<file path="config.mk">
export PLATFORM = sky130hd
export DESIGN_NAME = floor_controller
export DESIGN_NICKNAME = d
export VERILOG_FILES = /design/src/logic/elevator_pkg.sv /design/src/logic/floor_controller.sv /design/src/logic/dispatcher.sv /design/src/logic/target_selector.sv /design/src/logic/request_latch.sv
export SDC_FILE = /design/constraint.sdc
export NUM_CORES = 1
export LEC_CHECK = 0
export BUFFER_PORTS_ARGS = -buffer_cell sky130_fd_sc_hd__clkbuf_2
export CAP_MARGIN = 20
export CORE_AREA = 2 2 82 60
export CTS_BUF_LIST = sky130_fd_sc_hd__clkbuf_16
export CTS_CLUSTER_DIAMETER = 150
export CTS_CLUSTER_SIZE = 24
export DETAILED_ROUTE_END_ITERATION = 12
export DIE_AREA = 0 0 84 62
export PLACE_DENSITY = 0.88
export SYNTH_ARGS = -nofsm -noshare
export SYNTH_HDL_FRONTEND = slang
export SYNTH_HIERARCHICAL = 1
export SYNTH_SLANG_ARGS = --single-unit
</file>
<file path="constraint.sdc">
create_clock -name clock -period 3.6 [get_ports clock]
set_input_delay 0.18 -clock clock [delete_from_list [all_inputs] [get_ports clock]]
set_output_delay 0.18 -clock clock [all_outputs]
set_load 0.005 [all_outputs]
</file>
<file path="src/logic/elevator_pkg.sv">
// Shared types for the elevator floor-request controller.
// Holds the floor count, floor and mask types, the direction and
// dispatcher state encodings, and the car status and dispatch structs.
// Every design and testbench file pulls this in with a wildcard import.

package elevator_pkg;

    //////////////////////////////////////////////////////////////////////
    // Sizes
    //////////////////////////////////////////////////////////////////////

    // Floors 0 to 10, lowest first
    localparam int NUM_FLOORS = 11;

    // Enough bits to number every floor
    localparam int FLOOR_W = 4;

    typedef logic [FLOOR_W-1:0] floor_t;

    // One bit per floor for buttons, lights and pending requests
    typedef logic [NUM_FLOORS-1:0] floor_mask_t;

    //////////////////////////////////////////////////////////////////////
    // Encodings
    //////////////////////////////////////////////////////////////////////

    typedef enum logic {
        DIR_DOWN = 1'b0,
        DIR_UP   = 1'b1
    } dir_e;

    typedef enum logic [1:0] {
        DISP_IDLE        = 2'd0,
        DISP_WAIT_MOVE   = 2'd1,
        DISP_WAIT_ARRIVE = 2'd2
    } disp_state_e;

    //////////////////////////////////////////////////////////////////////
    // Car interface
    //////////////////////////////////////////////////////////////////////

    // Status reported by the car mechanism
    typedef struct packed {
        floor_t floor;
        logic   moving;
    } car_status_t;

    // Command to the car mechanism, activate is a one-cycle strobe
    typedef struct packed {
        floor_t target;
        dir_e   direction;
        logic   activate;
    } dispatch_t;

endpackage
</file>
<file path="src/logic/floor_controller.sv">
// Top level of the elevator floor-request controller.
// Latches hall and panel requests, picks the next target, dispatches it
// to the car and grants door permits while the car is stopped.
// The car mechanism sits outside and reports back through car.

`timescale 1ns/10ps

module floor_controller import elevator_pkg::*; (
    input  logic        clock,
    input  logic        reset_n,
    input  floor_mask_t floor_call_buttons,
    input  floor_mask_t panel_buttons,
    input  logic        door_open_btn,
    input  logic        door_close_btn,
    input  logic        emergency_btn,
    input  logic        power_switch,
    input  car_status_t car,
    output dispatch_t   dispatch,
    output floor_mask_t call_button_lights,
    output floor_mask_t panel_button_lights,
    output logic        door_open_allowed,
    output logic        door_close_allowed
);

    logic        enabled;
    floor_mask_t pending;
    logic        found;
    floor_t      chosen;
    dir_e        last_direction;

    // Requests and dispatch run only with power on and no emergency
    assign enabled = power_switch && !emergency_btn;

    //////////////////////////////////////////////////////////////////////
    // Request banks
    //////////////////////////////////////////////////////////////////////

    request_latch hall_requests (
        .clock   (clock),
        .reset_n (reset_n),
        .buttons (floor_call_buttons),
        .car     (car),
        .enabled (enabled),
        .lights  (call_button_lights)
    );

    request_latch panel_requests (
        .clock   (clock),
        .reset_n (reset_n),
        .buttons (panel_buttons),
        .car     (car),
        .enabled (enabled),
        .lights  (panel_button_lights)
    );

    // A floor is wanted if either bank has it lit
    assign pending = call_button_lights | panel_button_lights;

    //////////////////////////////////////////////////////////////////////
    // Selection and dispatch
    //////////////////////////////////////////////////////////////////////

    target_selector target_selector_i (
        .pending   (pending),
        .current   (car.floor),
        .preferred (last_direction),
        .found     (found),
        .target    (chosen)
    );

    dispatcher dispatcher_i (
        .clock          (clock),
        .reset_n        (reset_n),
        .found          (found),
        .chosen         (chosen),
        .car            (car),
        .enabled        (enabled),
        .last_direction (last_direction),
        .dispatch       (dispatch)
    );

    //////////////////////////////////////////////////////////////////////
    // Door permits
    //////////////////////////////////////////////////////////////////////

    // Emergency does not block the doors, only power and motion do
    always_ff @(posedge clock or negedge reset_n) begin
        if (!reset_n) begin
            door_open_allowed  <= 1'b0;
            door_close_allowed <= 1'b0;
        end else begin
            door_open_allowed  <= power_switch && !car.moving && door_open_btn;
            door_close_allowed <= power_switch && !car.moving && door_close_btn;
        end
    end

endmodule

</file>
<file path="src/logic/dispatcher.sv">
// Sends one target at a time to the car and follows the trip.
// On a found request while stopped it registers the target and
// direction and strobes activate for one cycle, then waits for the car
// to start and stop again before it looks at the requests once more.
// The direction register doubles as the preference for the next search.

`timescale 1ns/10ps

module dispatcher import elevator_pkg::*; (
    input  logic        clock,
    input  logic        reset_n,
    input  logic        found,
    input  floor_t      chosen,
    input  car_status_t car,
    input  logic        enabled,
    output dir_e        last_direction,
    output dispatch_t   dispatch
);

    disp_state_e state;

    // Command registers
    floor_t target_q;
    dir_e   direction_q;
    logic   activate_q;

    // New trip may begin this cycle
    logic start;

    assign start = enabled && !car.moving && found;

    //////////////////////////////////////////////////////////////////////
    // Trip FSM
    //////////////////////////////////////////////////////////////////////

    always_ff @(posedge clock or negedge reset_n) begin
        if (!reset_n) begin
            state       <= DISP_IDLE;
            target_q    <= '0;
            direction_q <= DIR_UP;
            activate_q  <= 1'b0;
        end else begin
            // Strobe lasts a single cycle
            activate_q <= 1'b0;

            case (state)
                DISP_IDLE: begin
                    if (start) begin
                        target_q    <= chosen;
                        direction_q <= (chosen > car.floor) ? DIR_UP : DIR_DOWN;
                        activate_q  <= 1'b1;
                        state       <= DISP_WAIT_MOVE;
                    end
                end

                // The car acknowledges only by starting to move
                DISP_WAIT_MOVE: begin
                    if (car.moving) begin
                        state <= DISP_WAIT_ARRIVE;
                    end else if (!enabled) begin
                        // Abandon the trip on power loss or emergency
                        state <= DISP_IDLE;
                    end
                end

                DISP_WAIT_ARRIVE: begin
                    if (!car.moving) begin
                        state <= DISP_IDLE;
                    end
                end

                default: begin
                    state <= DISP_IDLE;
                end
            endcase
        end
    end

    //////////////////////////////////////////////////////////////////////
    // Outputs
    //////////////////////////////////////////////////////////////////////

    assign dispatch = '{
        target:    target_q,
        direction: direction_q,
        activate:  activate_q
    };

    assign last_direction = direction_q;

endmodule

</file>
<file path="src/logic/target_selector.sv">
// Picks the next target floor from the pending requests.
// Looks for the nearest request in the preferred direction first and
// falls back to the nearest one in the other direction. Purely
// combinational; found is low when nothing but the current floor is set.

`timescale 1ns/10ps

module target_selector import elevator_pkg::*; (
    input  floor_mask_t pending,
    input  floor_t      current,
    input  dir_e        preferred,
    output logic        found,
    output floor_t      target
);

    // Nearest request above and below the current floor
    logic   above_hit;
    logic   below_hit;
    floor_t above_floor;
    floor_t below_floor;

    //////////////////////////////////////////////////////////////////////
    // Search
    //////////////////////////////////////////////////////////////////////

    always_comb begin
        above_hit   = 1'b0;
        below_hit   = 1'b0;
        above_floor = '0;
        below_floor = '0;

        // Walk upward from floor 0
        for (int i = 0; i < NUM_FLOORS; i++) begin
            if (pending[i]) begin
                if (floor_t'(i) < current) begin
                    // Last hit below is the highest one below
                    below_hit   = 1'b1;
                    below_floor = floor_t'(i);
                end else if (floor_t'(i) > current && !above_hit) begin
                    // First hit above is the lowest one above
                    above_hit   = 1'b1;
                    above_floor = floor_t'(i);
                end
                // The current floor itself is skipped
            end
        end
    end

    //////////////////////////////////////////////////////////////////////
    // Direction preference
    //////////////////////////////////////////////////////////////////////

    assign found = above_hit | below_hit;

    always_comb begin
        if (preferred == DIR_UP) begin
            target = above_hit ? above_floor : below_floor;
        end else begin
            target = below_hit ? below_floor : above_floor;
        end
    end

endmodule

</file>
<file path="src/logic/request_latch.sv">
// One bank of latched floor requests.
// A press sets the floor's light, and the light of the floor where the
// car stands still is cleared. Used once for the hall call buttons and
// once for the car panel buttons.

`timescale 1ns/10ps

module request_latch import elevator_pkg::*; (
    input  logic        clock,
    input  logic        reset_n,
    input  floor_mask_t buttons,
    input  car_status_t car,
    input  logic        enabled,
    output floor_mask_t lights
);

    // Bit of the floor where the car is stopped, empty while moving
    floor_mask_t stop_mask;
    floor_mask_t next_lights;

    //////////////////////////////////////////////////////////////////////
    // Set and clear
    //////////////////////////////////////////////////////////////////////

    always_comb begin
        stop_mask = '0;
        if (!car.moving) begin
            // Shift gives an empty mask for a floor number above the top
            stop_mask = floor_mask_t'(1) << car.floor;
        end
    end

    // Clear wins over a press at the stopped floor, so a press there
    // never lights and a standing request goes out in the same cycle
    assign next_lights = (lights | buttons) & ~stop_mask;

    //////////////////////////////////////////////////////////////////////
    // Request register
    //////////////////////////////////////////////////////////////////////

    always_ff @(posedge clock or negedge reset_n) begin
        if (!reset_n) begin
            lights <= '0;
        end else if (enabled) begin
            lights <= next_lights;
        end
        // With power off or emergency the lights hold
    end

endmodule

</file>
==> impl_metrics.csv, run 1 <==
group,metric,value,unit
run_status,status,"finished with violations",
run_status,violations,"negative hold slack",
global_route,grt_pass1_vias,2062,
place,dpl_worst_slack,0.297,ns
detailed_routing,firstDrtPassIters,5,
power_and_ir_drop,p_leak,0.00120,uW
timing,maxSlewViolCount,0,
power_and_ir_drop,p_per_area,415,mW/mm^2
detailed_routing,wl_per_cell,17.4,um
timing,fin_crit,3.38,ns
timing,setup_ws,0.224,ns
clocking,clock-sinks,32,
setup_path,r2r_cells,11,
detailed_routing,drc,0,
timing,max-slew-margin-rel,0.478,
min_path,min_path_type,"in2async",
yosys,syn_avg_cell_area,8.92,um^2
detailed_routing,met3_length,727,um
place,place_congestion,0.911,
place,place_inst,365,
finish,layout.nets,352,
yosys,synth-main-ff-cell,"dfrtp_1",
timing,setup_violations,0,
power_and_ir_drop,ir_drop,0.367,mV
setup_path,cp.arrival,3.57,ns
setup_path,crit_fanout,11,
power_and_ir_drop,power.share.combinational,0.266,
finish,layout_common_cells,"clkbuf_2, a21oi_1, dfrtp_1",
yosys,synth_cell_type_count,58,
yosys,synth-edff-count,0,
detailed_routing,drtIter0Drc,278,
finish,antennaDiodeCount,0,
clocking,postCtsSetupBuffers,0,
detailed_routing,via_count,2369,
timing,final_hold_viol_count,31,
yosys,synth_nets,290,
setup_path,ff2ff_setup_slack,0.22,ns
setup_path,worst_ep_required_time,3.80,ns
yosys,seq_area_frac_synth,0.355,
finish,n_fill_cell,351,
timing,hold_slack,-0.0231,ns
die,row_count,21,
setup_path,endpoint_kind,"flip-flop",
finish,drive_gt1_frac,0.297,
yosys,async_reset_ff_frac,1.00,
clocking,clock_latency,0.27,ns
global_route,grt_pass1_wl,10.2,mm
finish,syn_to_final_growth,21.3,%
job,drv_cap,0,
timing,finalCritPeriodShare,0.938,
detailed_routing,wl_met1,2.57,mm
power_and_ir_drop,p_sw,343,uW
yosys,synth_cells,253,
clocking,cts_tree,"done",
place,portBuffers,62,
power_and_ir_drop,p_sw_frac,0.302,
setup_path,crit_path_start_kind,"flip-flop",
die,die-height,62,um
power_and_ir_drop,seqPwrFrac,0.385,
detailed_routing,avgViaCountPerCell,6.35,
die,die_area,0.00521,mm^2
yosys,ys_warn_count,6,
setup_path,crit_type,"reg2reg",
timing,clock.fmax,296,MHz
detailed_routing,final_antenna_net_count,0,
setup_path,regToRegStartpoint,"panel_requests/lights[8]",
die,chipWidth,84,um
timing,skew,0.00252,ns
setup_path,reg2reg_to,"dispatcher_i/last_direction",
timing,setup-tns-final,0,ns
timing,rsz0062_at_grt,"no",
global_route,grt_max_degree,33,
power_and_ir_drop,power.internal,793,uW
power_and_ir_drop,clockPowerShare,0.350,
clocking,holdBufCountCts,0,
detailed_routing,top_layer,"met4",
die,io_pins,63,
die,coreArea,0.00455,mm^2
global_route,gr-total-overflow,0,
clocking,cts_made_buffers,5,
global_route,antenna_found_initial,0,
timing,tightest_slew,0.782,ns
clocking,cts_root_buf,"clkbuf_16",
clocking,htree_levels,2,
yosys,ys_ff_latch,32,
finish,layout_commonest_cell,"clkbuf_2",
clocking,cts_buffer_depth,2,
place,hpwl,4.67,mm
detailed_routing,wl_met2,3.05,mm
clocking,clkTransAtPathRegs,0.05,ns
yosys,syn_area,0.00226,mm^2
detailed_routing,wirelength,6.50,mm
finish,fin_cells,373,
die,start_util,0.497,
global_route,track_usage,0.250,
-- Yosys cell counts, types with 2 or more instances --
library cell | number | area share
o22ai_1 | 2 | 0.0055
mux2i_1 | 2 | 0.0089
nand2b_1 | 4 | 0.011
mux2_4 | 3 | 0.020
nand3_1 | 12 | 0.027
a21oi_1 | 36 | 0.080
nor3b_1 | 2 | 0.0066
nor2b_1 | 8 | 0.022
or2_1 | 11 | 0.030
dfrtp_1 | 31 | 0.34
and4bb_4 | 2 | 0.014
ha_1 | 4 | 0.022
o211ai_1 | 2 | 0.0066
a22o_1 | 3 | 0.012
o21ai_1 | 3 | 0.0066
nand2_1 | 15 | 0.025
nor3_1 | 3 | 0.0066
inv_1 | 14 | 0.023
o21ai_0 | 9 | 0.020
or3_1 | 3 | 0.0083
buf_4 | 5 | 0.017
a21boi_0 | 3 | 0.010
and3b_1 | 4 | 0.016
buf_2 | 4 | 0.0089
nor2_1 | 12 | 0.020
o31a_1 | 2 | 0.0078
nor3b_2 | 2 | 0.011
a31oi_1 | 18 | 0.050
o21a_1 | 5 | 0.017
-- cell type report --
class	instances	area (um^2)	area share
sequential	32	802	0.293
inverter	15	56.3	0.0206
timing repair buffer	66	340	0.124
clock buffer	5	125	0.0457
tap	57	71.3	0.0261
clock inverter	3	13.8	0.00503
multi-input combinational	195	1330	0.485
-- power by group through the flow --
stage / sequential [uW] / clock [uW] / combinational (uW)
2_1_floorplan: 437 / 0 / 184
3_3_place_gp: 439 / 0 / 282
3_5_place_dp: 443 / 0 / 294
4_1_cts: 437 / 400 / 299
5_1_grt: 442 / 415 / 333
6_report: 437 / 397 / 302
-- worst max-delay path by stage --
stage / slack [ns] / startpoint / cells after the start / end
after floorplan: 0.71 / panel_requests/lights[8] / 11 / dispatcher_i/last_direction
after global placement: 0.46 / panel_requests/lights[8] / 11 / dispatcher_i/last_direction
after detailed placement: 0.30 / hall_requests/lights[8] / 11 / dispatcher_i/last_direction
after CTS: 0.24 / hall_requests/lights[8] / 11 / dispatcher_i/last_direction
after global routing: 0.01 / panel_requests/lights[8] / 11 / dispatcher_i/last_direction
final: 0.22 / panel_requests/lights[8] / 11 / dispatcher_i/last_direction
-- logic make-up (layout without fill, tap and decap cells) --
kind of cell,count (synthesis),in the layout,synth area share
DFF,32,32,0.355
AOI/OAI and AO/OA,97,97,0.283
muxes,6,6,0.0388
and+or+nand+nor,86,86,0.234
buffers and inverters,26,89,0.0571
xor gates and xnor gates,1,1,0.00388
adders and majority gates,5,5,0.0272
-- stage by stage --
stage	hold WS [ns]	utilization	instance area, um^2	power [uW]
after floorplan	-0.116	-	2260	621
after global placement	0.283	0.572	2600	721
after detailed placement	0.290	0.572	2600	738
after CTS	0.00246	0.602	2740	1140
after global routing	0.0472	0.602	2740	1190
final	-0.0231	0.602	2740	1140
-- repair_timing --
item                       CTS  global route
hold endpoints to repair     0             0
setup endpoints to repair    0             1
gates resized for setup      0             1
-- state kept, by name, indices dropped and copies added, names as in the netlist --
register,cells
panel_requests/lights,11
dispatcher_i/last_direction,1
dispatcher_i/activate_q,1
hall_requests/lights,11
door_close_allowed,1
door_open_allowed,1
dispatcher_i/target_q,4
dispatcher_i/state,2
-- worst max-delay path, cell delays in order (launching register included) --
cell,delay [ns]
dfrtp_1,0.39
or2_2,0.43
maj3_2,0.38
o221ai_4,0.22
o21ai_2,0.11
or4_4,0.54
mux2i_4,0.19
mux2i_1,0.25
ha_1,0.30
a21oi_1,0.14
o21ai_0,0.13
a22o_1,0.22
-- per-layer routing --
metal | vias up | track usage
met2 | 180 | 0.418
met1 | 1104 | 0.328
li1 | 1063 | -
met3 | 22 | 0.0476
met4 | 0 | 0.108
met5 | - | 0
(Power assumes the default switching activity.)
==> run 2: changes to the inputs <==
REMOVE_ABC_BUFFERS = 1   (was default)
==> run 2 against run 1 <==
The flow still finishes with violations (negative hold slack). Hold slack improved by 0.012 ns. Non-clock buffer count increased by 1. Sequential power about the same. Power increased by 5.9%. Via count decreased by 2.3%. Die area unchanged. Sequential cell count unchanged. Maximum frequency increased by 7.7%. Sequential share of layout area decreased by 0.34 points. Largest cell class unchanged.
==> impl_metrics.csv, run 2 (synthesis gave the netlist of run 1 again) <==
group,metric,value,unit
run_status,status,"finished with violations",
run_status,violations,"negative hold slack",
setup_path,cp.arrival,3.33,ns
clocking,htree_levels,2,
timing,skew,0.00411,ns
finish,reg.largest.list,"hall_requests/lights: 11 flops, panel_requests/lights: 11 flops, dispatcher_i/target_q: 4 flops",
power_and_ir_drop,p_per_area,434,mW/mm^2
clocking,cts_tree,"done",
job,drv_cap,0,
global_route,grt_pass1_wl,10.2,mm
setup_path,crit_path_top_delay_cell,"o41ai_2",
finish,fin_area,0.00277,mm^2
finish,fin_cells,374,
power_and_ir_drop,ir_drop,0.309,mV
die,io_pins,63,
finish,antennaDiodeCount,0,
place,place_inst,366,
clocking,postCtsSetupBuffers,0,
detailed_routing,via_count,2314,
detailed_routing,firstDrtPassIters,5,
global_route,grt_max_degree,33,
setup_path,worst_ep_required_time,3.80,ns
die,chipWidth,84,um
die,start_util,0.497,
detailed_routing,wirelength,6.46,mm
place,place_congestion,0.912,
die,coreArea,0.00455,mm^2
detailed_routing,wl_per_cell,17.3,um
timing,tightest_slew,0.808,ns
clocking,cts_buffer_depth,2,
setup_path,slowest_delay,0.53,ns
die,die_area,0.00521,mm^2
timing,max-slew-margin-rel,0.461,
global_route,gr-total-overflow,0,
timing,hold_slack,-0.0110,ns
finish,layout.nets,353,
place,portBuffers,62,
finish,drive_gt1_frac,0.297,
global_route,grt_pass1_vias,2139,
detailed_routing,final_antenna_net_count,0,
timing,fin_crit,3.13,ns
timing,setup-tns-final,0,ns
die,die-height,62,um
place,hpwl,4.57,mm
setup_path,cpMostUsedCell,"a22o_1",
detailed_routing,avgViaCountPerCell,6.19,
finish,layout_common_cells,"clkbuf_2, a21oi_1, dfrtp_1",
timing,final_hold_viol_count,31,
setup_path,cp_top_family,"compound AO/OA/AOI/OAI gates",
timing,finalCritPeriodShare,0.871,
timing,maxSlewViolCount,0,
detailed_routing,drtIter0Drc,193,
finish,syn_to_final_growth,22.7,%
setup_path,cp_num_buf_inv,0,
global_route,track_usage,0.252,
clocking,clock_latency,0.27,ns
clocking,cts_made_buffers,5,
power_and_ir_drop,p_leak,0.00122,uW
place,placed_area,0.00261,mm^2
setup_path,worstPathCellList,"or2_1 > or2_2 > a22o_1 > o41ai_2 > a21boi_0 > o221a_1 > ha_1 > a21oi_1 > o21ai_0 > a22o_1",
clocking,cts.repair.resized,0,
setup_path,crit_path_start_kind,"flip-flop",
clocking,holdBufCountCts,0,
timing,rsz0062_at_grt,"no",
setup_path,crit_type,"reg2reg",
detailed_routing,drc,0,
finish,n_fill_cell,374,
setup_path,endpoint_kind,"flip-flop",
power_and_ir_drop,p_total,1200,uW
finish,layout_commonest_cell,"clkbuf_2",
setup_path,crit_fanout,5,
timing,setup_violations,0,
clocking,clkTransAtPathRegs,0.05,ns
clocking,clock-sinks,32,
die,row_count,21,
min_path,min_path_type,"in2async",
global_route,antenna_found_initial,0,
timing,clock.fmax,319,MHz
clocking,cts_root_buf,"clkbuf_16",
==> run 2: layout make-up <==
class,instances,area (um^2),area share
Multi-Input combinational cell,195,1330,0.480
Sequential cell,32,802,0.290
Timing Repair Buffer,67,348,0.126
Clock buffer,5,125,0.0452
Tap cell,57,71.3,0.0257
Inverter,15,56.3,0.0203
Clock inverter,3,38.8,0.0140
==> run 2: report_power, final <==
part | internal (uW) | total (uW) | switching, uW
Combinational | 138 | 294 | 155
Clock | 322 | 475 | 153
Sequential | 403 | 435 | 31.2
Total | 864 | 1200 | 339
==> run 2: routing by layer <==
| metal | part of all wire | GRT usage | vias up |
|---|---|---|---|
| met3 | 0.099 | 0.0502 | 14 |
| met4 | 0.018 | 0.115 | 0 |
| met5 | 0 | 0 | - |
| li1 | - | - | 1061 |
| met1 | 0.43 | 0.339 | 1093 |
| met2 | 0.46 | 0.406 | 146 |
==> run 2: metrics by stage <==
step	utilization	setup slack [ns]
after detailed placement	0.573	0.502
final	0.609	0.466
after floorplan	-	0.550
after global placement	0.573	0.626
after global routing	0.609	0.309
after CTS	0.609	0.489
==> run 2: worst paths after layout <==
| kind | start | to | slack, ns | depth (start not counted) |
|---|---|---|---|---|
| worst max-delay path | panel_requests/lights[4] | dispatcher_i/last_direction | 0.47 | 10 |
| worst min-delay path | reset_n | hall_requests/lights[2] | -0.01 | 1 |
| worst max register to register | panel_requests/lights[4] | dispatcher_i/last_direction | 0.47 | 10 |
| worst min register to register | dispatcher_i/target_q[0] | dispatcher_i/target_q[0] | 0.48 | 2 |
| max in group asynchronous | reset_n | panel_requests/lights[1] | 3.10 | 1 |
| min in group clock | door_close_btn | door_close_allowed | 0.15 | 2 |
